==> config.mk <==
export PLATFORM = sky130hd
export DESIGN_NAME = cache_controller
export DESIGN_NICKNAME = d
export VERILOG_FILES = /design/src/source/cache_pkg.sv /design/src/source/cache_controller.sv
export VERILOG_INCLUDE_DIRS = /design/src /design/src/include
export SDC_FILE = /design/constraint.sdc
export NUM_CORES = 1
export LEC_CHECK = 0
export ABC_AREA = 1
export BUFFER_PORTS_ARGS = -buffer_cell sky130_fd_sc_hd__buf_4
export CAP_MARGIN = 40
export CORE_ASPECT_RATIO = 0.9
export CORE_UTILIZATION = 45
export DETAILED_ROUTE_END_ITERATION = 8
export MAX_ROUTING_LAYER = met4
export PLACE_DENSITY = 0.88
export SYNTH_ARGS = -nofsm -noshare
export SYNTH_HDL_FRONTEND = slang
export SYNTH_SLANG_ARGS = --single-unit
==> constraint.sdc <==
create_clock -name clk -period 2.8 [get_ports clk]
set_clock_uncertainty 0.1 [all_clocks]
set_input_delay 0.28 -clock clk [delete_from_list [all_inputs] [get_ports clk]]
set_output_delay 0.28 -clock clk [all_outputs]
set_load 0.05 [all_outputs]
==> src/include/cache_defines.svh <==
`ifndef CACHE_DEFINES_SVH
`define CACHE_DEFINES_SVH

// address split, tag | index | byte offset
`define CACHE_TAG_W 5
`define CACHE_INDEX_W 8
`define CACHE_OFFSET_W 3
`define CACHE_ADDR_W (`CACHE_TAG_W + `CACHE_INDEX_W + `CACHE_OFFSET_W)

// data word width
`define CACHE_WORD_W 16

// sets per way, words per line
`define CACHE_SETS 256
`define CACHE_LINE_WORDS 4

// cycles from memory rd strobe to data
`define MEM_RD_LATENCY 2

`endif

==> src/source/cache_pkg.sv <==
`include "cache_defines.svh"

package cache_pkg;

	typedef logic [`CACHE_ADDR_W-1:0] addr_t;
	typedef logic [`CACHE_WORD_W-1:0] word_t;
	typedef logic [`CACHE_TAG_W-1:0] tag_t;
	typedef logic [`CACHE_INDEX_W-1:0] index_t;
	typedef logic [`CACHE_OFFSET_W-1:0] offset_t;

	// controller states, write-back then refill
	typedef enum logic [3:0] {
		idle,
		wb_0, wb_1, wb_2, wb_3,
		fill_0, fill_1, fill_2, fill_3, fill_4, fill_5
	} ctrl_state_t;

	// one way's answer for the current access
	typedef struct packed {
		logic hit;
		logic valid;
		logic dirty;
		tag_t tag;
		word_t word;
	} way_lookup_t;

	// shared access driven into both ways
	typedef struct packed {
		index_t index;
		offset_t offset;
		tag_t tag;
		word_t wdata;
		logic compare;
		logic write;
		logic valid_in;
	} way_access_t;

	typedef struct packed {
		logic rd;
		logic wr;
		addr_t addr;
		word_t wdata;
	} mem_req_t;

	typedef struct packed {
		logic rd;
		logic wr;
		addr_t addr;
		word_t wdata;
	} sys_req_t;

endpackage

==> src/source/cache_controller.sv <==
`timescale 1ns/1ns
`include "cache_defines.svh"

module cache_controller (
	input  logic                   clk,
	input  logic                   rst,
	input  cache_pkg::sys_req_t    req,
	input  cache_pkg::way_lookup_t lookup_0,
	input  cache_pkg::way_lookup_t lookup_1,
	input  cache_pkg::word_t       mem_rdata,
	output cache_pkg::way_access_t access,
	output logic                   way_we_0,
	output logic                   way_we_1,
	output cache_pkg::mem_req_t    mem_req,
	output logic                   done,
	output logic                   cache_hit,
	output logic                   stall,
	output cache_pkg::word_t       rdata
);

	cache_pkg::ctrl_state_t state_q;
	cache_pkg::ctrl_state_t state_d;

	// way chosen at miss time, request kind, round robin victim
	logic sel_way_q;
	logic is_wr_q;
	logic victim_q;
	// requested word, caught while the fill passes by
	cache_pkg::word_t rd_latch_q;

	// request fields
	cache_pkg::tag_t req_tag;
	cache_pkg::index_t req_index;
	cache_pkg::offset_t req_offset;
	logic any_req;

	// idle lookup results
	logic hit_any;
	logic pick_way;
	logic pick_dirty;
	logic start_miss;

	// sequencing controls from the FSM
	logic issue_rd;
	logic issue_wb;
	logic fill_wr;
	logic last_fill;
	cache_pkg::offset_t mem_off;
	cache_pkg::offset_t fill_off;

	cache_pkg::way_lookup_t cur_lookup;
	cache_pkg::word_t fill_word;
	logic fill_match;

	assign req_tag = req.addr[`CACHE_ADDR_W-1 -: `CACHE_TAG_W];
	assign req_index = req.addr[`CACHE_OFFSET_W +: `CACHE_INDEX_W];
	assign req_offset = req.addr[`CACHE_OFFSET_W-1:0];
	assign any_req = req.rd | req.wr;

	assign hit_any = lookup_0.hit | lookup_1.hit;
	assign start_miss = (state_q == cache_pkg::idle) && any_req && !hit_any;

	// hit way, else an empty way (way 0 first), else the victim
	always_comb
	begin
		if (lookup_0.hit)
			pick_way = 1'b0;
		else if (lookup_1.hit)
			pick_way = 1'b1;
		else if (!lookup_0.valid)
			pick_way = 1'b0;
		else if (!lookup_1.valid)
			pick_way = 1'b1;
		else
			pick_way = victim_q;
	end

	assign pick_dirty = pick_way ? (lookup_1.valid & lookup_1.dirty)
		: (lookup_0.valid & lookup_0.dirty);

	// the way being evicted or refilled
	assign cur_lookup = sel_way_q ? lookup_1 : lookup_0;

	// write miss merges system data into its fill slot
	assign fill_match = fill_wr && (fill_off == req_offset);
	assign fill_word = (is_wr_q && fill_off == req_offset) ? req.wdata : mem_rdata;

	// next state and per-state sequencing
	always_comb
	begin
		state_d = state_q;
		issue_rd = 1'b0;
		issue_wb = 1'b0;
		fill_wr = 1'b0;
		last_fill = 1'b0;
		mem_off = 3'd0;
		fill_off = 3'd0;
		case (state_q)
			cache_pkg::idle:
			begin
				if (start_miss)
					state_d = pick_dirty ? cache_pkg::wb_0 : cache_pkg::fill_0;
			end
			// old line out, one word per cycle
			cache_pkg::wb_0:
			begin
				issue_wb = 1'b1;
				mem_off = 3'd0;
				state_d = cache_pkg::wb_1;
			end
			cache_pkg::wb_1:
			begin
				issue_wb = 1'b1;
				mem_off = 3'd2;
				state_d = cache_pkg::wb_2;
			end
			cache_pkg::wb_2:
			begin
				issue_wb = 1'b1;
				mem_off = 3'd4;
				state_d = cache_pkg::wb_3;
			end
			cache_pkg::wb_3:
			begin
				issue_wb = 1'b1;
				mem_off = 3'd6;
				state_d = cache_pkg::fill_0;
			end
			// reads lead the way writes by the memory latency
			cache_pkg::fill_0:
			begin
				issue_rd = 1'b1;
				mem_off = 3'd0;
				state_d = cache_pkg::fill_1;
			end
			cache_pkg::fill_1:
			begin
				issue_rd = 1'b1;
				mem_off = 3'd2;
				state_d = cache_pkg::fill_2;
			end
			cache_pkg::fill_2:
			begin
				issue_rd = 1'b1;
				mem_off = 3'd4;
				fill_wr = 1'b1;
				fill_off = 3'd0;
				state_d = cache_pkg::fill_3;
			end
			cache_pkg::fill_3:
			begin
				issue_rd = 1'b1;
				mem_off = 3'd6;
				fill_wr = 1'b1;
				fill_off = 3'd2;
				state_d = cache_pkg::fill_4;
			end
			cache_pkg::fill_4:
			begin
				fill_wr = 1'b1;
				fill_off = 3'd4;
				state_d = cache_pkg::fill_5;
			end
			cache_pkg::fill_5:
			begin
				fill_wr = 1'b1;
				fill_off = 3'd6;
				last_fill = 1'b1;
				state_d = cache_pkg::idle;
			end
			default:
			begin
				state_d = cache_pkg::idle;
			end
		endcase
	end

	// access into both ways
	always_comb
	begin
		access = '0;
		access.index = req_index;
		access.tag = req_tag;
		if (state_q == cache_pkg::idle)
		begin
			// compare lookup, write hit goes straight in
			access.offset = req_offset;
			access.wdata = req.wdata;
			access.compare = 1'b1;
			access.write = req.wr;
		end
		else if (fill_wr)
		begin
			access.offset = fill_off;
			access.wdata = fill_word;
			// last fill word marks the line dirty on a write miss
			access.compare = last_fill & is_wr_q;
			access.write = 1'b1;
			access.valid_in = 1'b1;
		end
		else
		begin
			// write-back reads the old word at the memory offset
			access.offset = mem_off;
		end
	end

	// idle writes only the hit way, fills only the chosen way
	assign way_we_0 = (state_q == cache_pkg::idle) ? (req.wr & hit_any & ~pick_way)
		: (fill_wr & ~sel_way_q);
	assign way_we_1 = (state_q == cache_pkg::idle) ? (req.wr & hit_any & pick_way)
		: (fill_wr & sel_way_q);

	// memory side, old tag for write-back, request tag for refill
	always_comb
	begin
		mem_req.rd = issue_rd;
		mem_req.wr = issue_wb;
		if (issue_wb)
			mem_req.addr = {cur_lookup.tag, req_index, mem_off};
		else
			mem_req.addr = {req_tag, req_index, mem_off};
		mem_req.wdata = cur_lookup.word;
	end

	// system side
	always_comb
	begin
		if (state_q == cache_pkg::idle)
		begin
			done = any_req & hit_any;
			cache_hit = any_req & hit_any;
			stall = any_req & ~hit_any;
			rdata = pick_way ? lookup_1.word : lookup_0.word;
		end
		else
		begin
			done = last_fill;
			cache_hit = 1'b0;
			// stall drops in the done cycle
			stall = ~last_fill;
			rdata = fill_match ? fill_word : rd_latch_q;
		end
	end

	always_ff @(posedge clk)
	begin
		if (rst)
		begin
			state_q <= cache_pkg::idle;
			sel_way_q <= 1'b0;
			is_wr_q <= 1'b0;
			victim_q <= 1'b0;
		end
		else
		begin
			state_q <= state_d;
			if (start_miss)
			begin
				sel_way_q <= pick_way;
				is_wr_q <= req.wr;
			end
			// next miss in a full set evicts the other way
			if (last_fill)
				victim_q <= ~victim_q;
		end
	end

	always_ff @(posedge clk)
	begin
		if (fill_match)
			rd_latch_q <= fill_word;
	end

endmodule

==> results of run 1 <==
## routing by layer
metal  vias to the layer above  global-route usage (%)  wire length, microns
met5                         -                       -                     0
met4                         0                   8.187                   197
met3                        20                   2.360                   613
met2                       184                   45.82                  4190
met1                      1469                   37.42                  3690
li1                       1651                       -                     -
## report_power, final
part / internal (mW) / switching (mW) / leakage (nW)
Clock: 0.101 / 0.0992 / 0.0228
Sequential: 0.397 / 0.0454 / 0.188
Combinational: 1.20 / 3.07 / 1.81
Total: 1.70 / 3.22 / 2.02
## sequential cells by signal (all words and copies together), names as in the netlist
register,cells
is_wr_q,1
state_q,4
rd_latch_q,16
victim_q,1
sel_way_q,1
## through the flow
stage	power (mW)	util (%)	worst slack [ns]	std cells
floorplan	3.513	-	0.09271	437
global placement	4.671	67.72	0.4497	630
detailed placement	4.709	67.72	0.3223	630
CTS	4.910	68.56	0.03396	634
global route	5.173	69.09	0.009970	637
finish	4.919	69.09	0.1569	637
## final timing paths
path / startpoint / to / slack (ns)
worst min register to register: victim_q$_SDFFE_PP0P_ / victim_q$_SDFFE_PP0P_ / 0.39
worst min-delay path: rst / state_q[3]$_SDFFE_PP0P_ / 0.11
worst max register to register: state_q[1]$_SDFFE_PP0P_ / rd_latch_q[1]$_DFF_P_ / 0.84
worst max-delay path: state_q[1]$_SDFFE_PP0P_ / access[13] / 0.16
## critical path, delay by kind of cell (launching register included)
family          cells  cell delay [ns]
simple gates        7             0.95
buf+inv             3             0.53
flops               1             0.39
compound gates      1             0.13
## what timing repair did
action	CTS	global route
setup buffers	0	3
gates resized for setup	0	3
setup endpoints to repair	0	27
## area by class of cell
class	instances	area, sq um	area share [%]
clock buffer	4	45.04	1.212
inverter	52	202.7	5.453
multi-input combinational	317	1618	43.52
sequential	23	461.7	12.42
tap	67	83.83	2.255
timing repair buffer	174	1306	35.14
## cells by family (layout without fill, tap and decap cells)
logic type / after synthesis / count (layout)
simple gates: 246 / 246
compound gates: 70 / 70
other cells: 1 / 1
flops: 23 / 23
buf+inv: 97 / 230
## synth_stat cells (all sizes together)
master and instances:
nand3b 1, o21a 1, nor2 19, dfxtp 23, o211ai 17, nor3 1
clkbuf 10, and2 32, clkinv 1, nand2 134, conb 1, o21ai 39
buf 35, nand4 1, a31oi 6, a21oi 4, a211oi 1, nand3 58
o22ai 2, inv 51
==> flow_metrics.tcl, run 1 <==
set metrics [dict create \
    clock_sinks 23 \
    fin_area_sq_um 3717 \
    die_w_microns 81.82 \
    final_cell_mix "buf_4 (174), nand2_1 (129), inv_1 (48)" \
    syn-cell-area_sq_um 2580 \
    hold_viol 0 \
    yosys_register_bits 23 \
    synth-compound-area-share_pct 16.25 \
    dp_hpwl_microns 6902 \
    timing.final.max_slew_violations 0 \
    dpl_cell_area_sq_um 3643 \
    cellPowerDensity_nw_per_um2 1323 \
    hold_class "in -> reg" \
    antenna_found_initial 0 \
    syn_area_per_cell_sq_um 5.904 \
    ant_nets 0 \
    wl_microns 8692 \
    fp-row-count 25 \
    yosysTopAreaCell "nand2_1" \
    diodes 0 \
    io_buffer_count 164 \
    max-vdd-ir-drop_mv 1.092 \
    synth_fa_ha_area_share_pct 0 \
    wire_per_inst_microns 13.65 \
    setup_viol 0 \
    drtPass1Iterations 4 \
    num-nets-final 671 \
    fin_crit_ns 2.643 \
    holdBufCountCts 0 \
    fin_tns_setup_ns 0 \
    cts_root_buf "clkbuf_8" \
    final_common_cell "buf_4" \
    yosys.cell_types.count 33 \
    die_y_microns 73.84 \
    fmax_mhz 378.4 \
    hold_slack_ns 0.1084 \
    hold_depth 2 \
    synth_area_leaders "nand2_1 (19%), dfxtp_1 (18%), nand3_1 (8.7%)" \
    syn-num-nets 537 \
    viasPerCell 5.218 \
    rsz0062_at_grt "false" \
    cts_tree "yes" \
    cp.required_ns 2.42 \
    grt_usage_pct 28.34 \
    tightest_slew_ns 0.7706 \
    ys_seq_area_share_pct 17.85 \
    cts_inserted_buffers 3 \
    relSlewSlack_pct 48.56 \
    io_pins 190 \
    cp.arrival_ns 2.26 \
    yosysTopAreaCellShare_pct 18.91 \
    cp_common_cell "nand2_2" \
    cp_cell_sequence "inv_1 > nand2_2 > nand3_2 > nand2_2 > nand2_2 > nor2_8 > buf_4 > nand3_1 > and2_1 > o21ai_1 > buf_4" \
    htreeDepth 1 \
    cp_max_fo 11 \
    drc 0 \
    worst_setup_path_start_kind "flop" \
    vias 3324 \
    path_class "reg -> out" \
    synth_top_family_by_area "simple AND/OR/NAND/NOR gates" \
    r2r.worst_path.cells 10 \
    fillers 465 \
    syn2layout_area_growth_pct 44.08 \
    yosys.area_share.simple_pct 46.22 \
    grt_overflow_total 0 \
    ys.warnings.count 0 \
    clk_latency_ns 0.26 \
    leakage_nw 2.021 \
    cp_slowest_cell "dfxtp_1" \
    slowest_delay_ns 0.39 \
    outcome "complete, no violations" \
    crit_path_end_kind "output port" \
    cap_violations 0 \
    layout-drive-gt1-share_pct 35.96 \
    gp_congestion 1.007 \
    coreArea_sq_um 5380 \
    synth-xor-area-share_pct 0 \
    postSynthCellCount 437 \
    muxShareOfSynthArea_pct 0 \
    clock_tree.buffer_depth 2 \
    grt_pass1_wl_microns 12970 \
    initial_utilization_pct 47.95 \
    grt_pass1_vias 2820 \
    period_share_pct 94.39 \
    dr.first_iter.drc_count 235 \
    dieArea_sq_um 6041 \
    grt_max_degree 41 \
    path_clk_slew_ns 0.08 \
]
No activity file was read; power rests on OpenSTA's default activity.
==> run 2, diff against run 1 <==
--- a/config.mk
+++ b/config.mk
@@ -10,10 +10,11 @@
 export BUFFER_PORTS_ARGS = -buffer_cell sky130_fd_sc_hd__buf_4
 export CAP_MARGIN = 40
 export CORE_ASPECT_RATIO = 0.9
-export CORE_UTILIZATION = 45
+export CORE_UTILIZATION = 46
+export CTS_BUF_LIST = sky130_fd_sc_hd__clkbuf_4 sky130_fd_sc_hd__clkbuf_8
 export DETAILED_ROUTE_END_ITERATION = 8
 export MAX_ROUTING_LAYER = met4
-export PLACE_DENSITY = 0.88
+export PLACE_DENSITY = 0.9
 export SYNTH_ARGS = -nofsm -noshare
 export SYNTH_HDL_FRONTEND = slang
 export SYNTH_SLANG_ARGS = --single-unit
==> flow_metrics.tcl, run 2 (synthesized netlist as in run 1, its figures left out) <==
set metrics [dict create \
    worst_setup_path_start_kind "flop" \
    largest_register "rd_latch_q" \
    reg_top3 "rd_latch_q: 16 flops, state_q: 4 flops" \
    max-vdd-ir-drop_mv 0.9503 \
    layout-drive-gt1-share_pct 35.85 \
    final_cell_mix "buf_4 (171), nand2_1 (129), inv_1 (48)" \
    stdcell_count 636 \
    crit_path_end_kind "output port" \
    clock_tree.buffer_depth 2 \
    coreArea_sq_um 5318 \
    utilization_pct 70.12 \
    dpl_cell_area_sq_um 3643 \
    largest_reg_flops 16 \
    tightest_slew_ns 0.7766 \
    holdBufCountCts 0 \
    dr.first_iter.drc_count 249 \
    cp_max_fo 14 \
    timing.final.max_slew_violations 0 \
    io_buffer_count 164 \
    diodes 0 \
    io_pins 190 \
    dp_hpwl_microns 6848 \
    dp.cells 630 \
    leakage_nw 2.018 \
    period_share_pct 93.45 \
    hold_viol 0 \
    grt_pass1_wl_microns 12970 \
    fp-row-count 25 \
    cp.required_ns 2.42 \
    vias 3305 \
    dieArea_sq_um 5912 \
    outcome "complete, no violations" \
    cts_tree "yes" \
    antenna_found_initial 0 \
    die_w_microns 80.94 \
    hold_depth 2 \
    grt_pass1_vias 2987 \
    die_y_microns 73.05 \
    num-nets-final 670 \
    ant_nets 0 \
    fin_area_sq_um 3729 \
    gp_congestion 0.9449 \
    final_common_cell "buf_4" \
    cellPowerDensity_nw_per_um2 1320 \
    viasPerCell 5.197 \
    fmax_mhz 382.2 \
    initial_utilization_pct 48.52 \
    hold_class "in -> reg" \
    grt_overflow_total 0 \
    drtPass1Iterations 5 \
    cts_root_buf "clkbuf_8" \
    cp_cell_sequence "inv_2 > nor2_4 > nand3_2 > nand2_2 > nand2_2 > nor2_8 > buf_12 > nand3_1 > and2_1 > o21ai_0 > buf_4" \
    grt_usage_pct 28.55 \
    path_clk_slew_ns 0.08 \
    slowest_delay_ns 0.43 \
    syn2layout_area_growth_pct 44.52 \
    cts_inserted_buffers 3 \
    wl_microns 8543 \
    setup_viol 0 \
    hold_slack_ns 0.1102 \
    grt_max_degree 36 \
    wire_per_inst_microns 13.43 \
    path_class "reg -> out" \
    cp_slowest_cell "dfxtp_1" \
    cp.arrival_ns 2.24 \
    htreeDepth 1 \
    clock_sinks 23 \
    clk_latency_ns 0.26 \
    rsz0062_at_grt "false" \
    cp_common_cell "nand2_2" \
    r2r.worst_path.cells 10 \
    fin_crit_ns 2.617 \
    relSlewSlack_pct 48.16 \
    fin_tns_setup_ns 0 \
    drc 0 \
    cap_violations 0 \
]
-- run 2: cell types whose count changed in the layout (fill, tap and decap cells not counted) --
cell,delta
dfxtp_2,-1
dfxtp_1,+1
buf_4,-3
clkinvlp_4,+1
buf_6,+1
buf_12,+1
clkbuf_1,-1
-- run 2: power by group --
group | internal (mW) | leakage [nW] | switching, mW
Clock | 0.100 | 0.0217 | 0.105
Sequential | 0.396 | 0.188 | 0.0482
Combinational | 1.21 | 1.81 | 3.06
Total | 1.70 | 2.02 | 3.22
-- run 2: worst paths after layout --
| path | from | slack, ns | endpoint |
|---|---|---|---|
| max | state_q[3]$_SDFFE_PP0P_ | 0.18 | access[3] |
| max reg2reg | state_q[2]$_SDFFE_PP0P_ | 0.85 | rd_latch_q[4]$_DFF_P_ |
| min reg2reg | victim_q$_SDFFE_PP0P_ | 0.39 | victim_q$_SDFFE_PP0P_ |
| min | rst | 0.11 | state_q[3]$_SDFFE_PP0P_ |
-- run 2: what timing repair did --
item / in CTS / in global routing
buffers inserted: 0 / 2
endpoints found under the setup margin: 0 / 21
resized for setup: 0 / 3
-- run 2: through the flow --
step           total power, mW  worst slack (ns)
2_1_floorplan            3.513           0.09271
3_3_place_gp             4.665            0.4728
3_5_place_dp             4.698            0.3641
4_1_cts                  4.908           0.06398
5_1_grt                  5.161           0.03014
6_report                 4.920            0.1835
-- run 2: layout make-up --
class	count	area (sq um)
Clock inverter	1	7.507
Fill cell	468	1589
Inverter	52	202.7
Timing Repair Buffer	173	1315
Multi-Input combinational cell	317	1618
Tap cell	67	83.83
Sequential cell	23	460.4
Clock buffer	3	41.29
-- run 2: critical path, delay by kind of cell (launching register included) --
| kind | cells | cell delay [ns] |
|---|---|---|
| DFF | 1 | 0.43 |
| buffers and inverters | 3 | 0.48 |
| and+or+nand+nor | 7 | 0.91 |
| AOI/OAI and AO/OA | 1 | 0.16 |
-- run 2: routing by layer --
layer | GRT usage (%) | share of wire, % | wire (microns) | up-vias
met3 | 2.625 | 7.1 | 604 | 14
met2 | 48.74 | 49 | 4176 | 176
met5 | - | 0 | 0 | -
met1 | 35.49 | 42 | 3626 | 1467
li1 | - | - | - | 1648
met4 | 8.532 | 1.6 | 136 | 0
==> run 3, diff against run 2 <==
--- a/config.mk
+++ b/config.mk
@@ -7,9 +7,9 @@
 export NUM_CORES = 1
 export LEC_CHECK = 0
 export ABC_AREA = 1
-export BUFFER_PORTS_ARGS = -buffer_cell sky130_fd_sc_hd__buf_4
+export BUFFER_PORTS_ARGS = -buffer_cell sky130_fd_sc_hd__buf_2
 export CAP_MARGIN = 40
-export CORE_ASPECT_RATIO = 0.9
+export CORE_ASPECT_RATIO = 1.2
 export CORE_UTILIZATION = 46
 export CTS_BUF_LIST = sky130_fd_sc_hd__clkbuf_4 sky130_fd_sc_hd__clkbuf_8
 export DETAILED_ROUTE_END_ITERATION = 8
==> flow_metrics.tcl, run 3 (synthesized netlist as in run 1, its figures left out) <==
set metrics [dict create \
    cp.arrival_ns 2.26 \
    holdBufCountCts 0 \
    period_share_pct 94.15 \
    largest_reg_flops 16 \
    worstReg2RegStart "state_q[1]$_SDFFE_PP0P_" \
    vias 3286 \
    fin_tns_setup_ns 0 \
    cap_violations 0 \
    reg2reg_to "rd_latch_q[5]$_DFF_P_" \
    htreeDepth 1 \
    die_y_microns 84.04 \
    cp.required_ns 2.42 \
    dp.cells 624 \
    coreArea_sq_um 5334 \
    min_from "rst" \
    syn2layout_area_growth_pct 27.93 \
    r2r.worst_path.cells 11 \
    crit_path_end_kind "output port" \
    tightest_slew_ns 0.7845 \
    setup_viol 0 \
    leakage_nw 1.884 \
    dieArea_sq_um 5913 \
    io_pins 190 \
    num-nets-final 669 \
    clock_tree.buffer_depth 2 \
    hold_viol 0 \
    startpoint "state_q[1]$_SDFFE_PP0P_" \
    gp_congestion 1.024 \
    cts_root_buf "clkbuf_8" \
    initial_utilization_pct 48.37 \
    reg_top3 "rd_latch_q: 16 flops, state_q: 4 flops" \
    hold_depth 2 \
    largest_register "rd_latch_q" \
    stdcell_count 631 \
    clk_latency_ns 0.25 \
    dr.first_iter.drc_count 232 \
    relSlewSlack_pct 47.63 \
    drtPass1Iterations 6 \
    path_class "reg -> out" \
    max-vdd-ir-drop_mv 1.130 \
    grt_max_degree 37 \
    worst_setup_path_start_kind "flop" \
    drc 0 \
    clock_sinks 23 \
    layout-drive-gt1-share_pct 35.56 \
    die_w_microns 70.37 \
    final_common_cell "buf_2" \
    wire_per_inst_microns 12.40 \
    fin_crit_ns 2.636 \
    wl_microns 7824 \
    dp_hpwl_microns 6433 \
    cts_tree "yes" \
    worstHoldEndpoint "state_q[3]$_SDFFE_PP0P_" \
    outcome "complete, no violations" \
    ff2ff_setup_slack_ns 0.82 \
    hold_class "in -> reg" \
    grt_overflow_total 0 \
    grt_pass1_wl_microns 12560 \
    dpl_cell_area_sq_um 3219 \
    grt_pass1_vias 3041 \
    grt_usage_pct 25.94 \
    fp-row-count 29 \
    antenna_found_initial 1 \
    cp_max_fo 17 \
    fin_area_sq_um 3301 \
    final_cell_mix "buf_2 (162), nand2_1 (130), inv_1 (48)" \
    cts_inserted_buffers 3 \
    cellPowerDensity_nw_per_um2 1361 \
    viasPerCell 5.208 \
    hold_slack_ns 0.1467 \
    ant_nets 0 \
    path_clk_slew_ns 0.08 \
    timing.final.max_slew_violations 0 \
    io_buffer_count 164 \
    fmax_mhz 379.3 \
]
run 3: critical path: stages, from the launching register on:
cell and delay, ns:
dfxtp_1 0.34, nand2_1 0.18, inv_1 0.09, nand2_1 0.12
nand2_1 0.07, nor2_1 0.15, inv_1 0.11, nand2_4 0.19
clkinv_4 0.19, nand3_1 0.16, nand3_1 0.09, nand2_1 0.07
buf_2 0.26
run 3: area by class of cell:
class                           instances  area [sq um]
Antenna cell                            1         2.502
Clock buffer                            3         41.29
Clock inverter                          1         5.005
Fill cell                             514          2033
Inverter                               52         200.2
Multi-Input combinational cell        317          1615
Sequential cell                        23         460.4
Tap cell                               62         77.57
Timing Repair Buffer                  172         898.4
run 3: power by group:
group | internal (mW) | switching, mW | leakage, nW
clock | 0.0989 | 0.0982 | 0.0255
combinational | 0.859 | 2.98 | 1.67
sequential | 0.396 | 0.0568 | 0.188
run 3: routing by layer:
| layer | GRT usage (%) | vias to the layer above | part of all wire (%) | wire (microns) |
|---|---|---|---|---|
| met3 | 3.502 | 13 | 6.0 | 467 |
| met4 | 4.545 | 0 | 1.4 | 107 |
| met1 | 28.69 | 1484 | 41 | 3175 |
| met2 | 49.00 | 141 | 52 | 4074 |
| li1 | - | 1648 | - | - |
| met5 | - | - | 0 | 0 |
run 3: stage by stage:
stage          total power, mW  setup slack [ns]  utilization, %
6_report                 4.492            0.1638           61.88
5_1_grt                  4.738         -0.003977           61.88
4_1_cts                  4.492           0.09336           61.22
3_5_place_dp             4.286            0.3903           60.36
3_3_place_gp             4.252            0.4955           60.36
2_1_floorplan            3.513           0.09271               -
run 3: repair_timing:
item,in CTS,in global routing
gates resized for setup,0,2
setup buffers,0,2
setup endpoints to repair,0,18
run 3: how the worst max path moves through the flow:
stage / end / slack, ns / cells after the start
6_report: rdata[1] / 0.16 / 12
5_1_grt: access[3] / -0.004 / 11
4_1_cts: rdata[4] / 0.09 / 12
3_5_place_dp: rdata[4] / 0.39 / 12
3_3_place_gp: rdata[7] / 0.50 / 12
2_1_floorplan: access[8] / 0.09 / 10
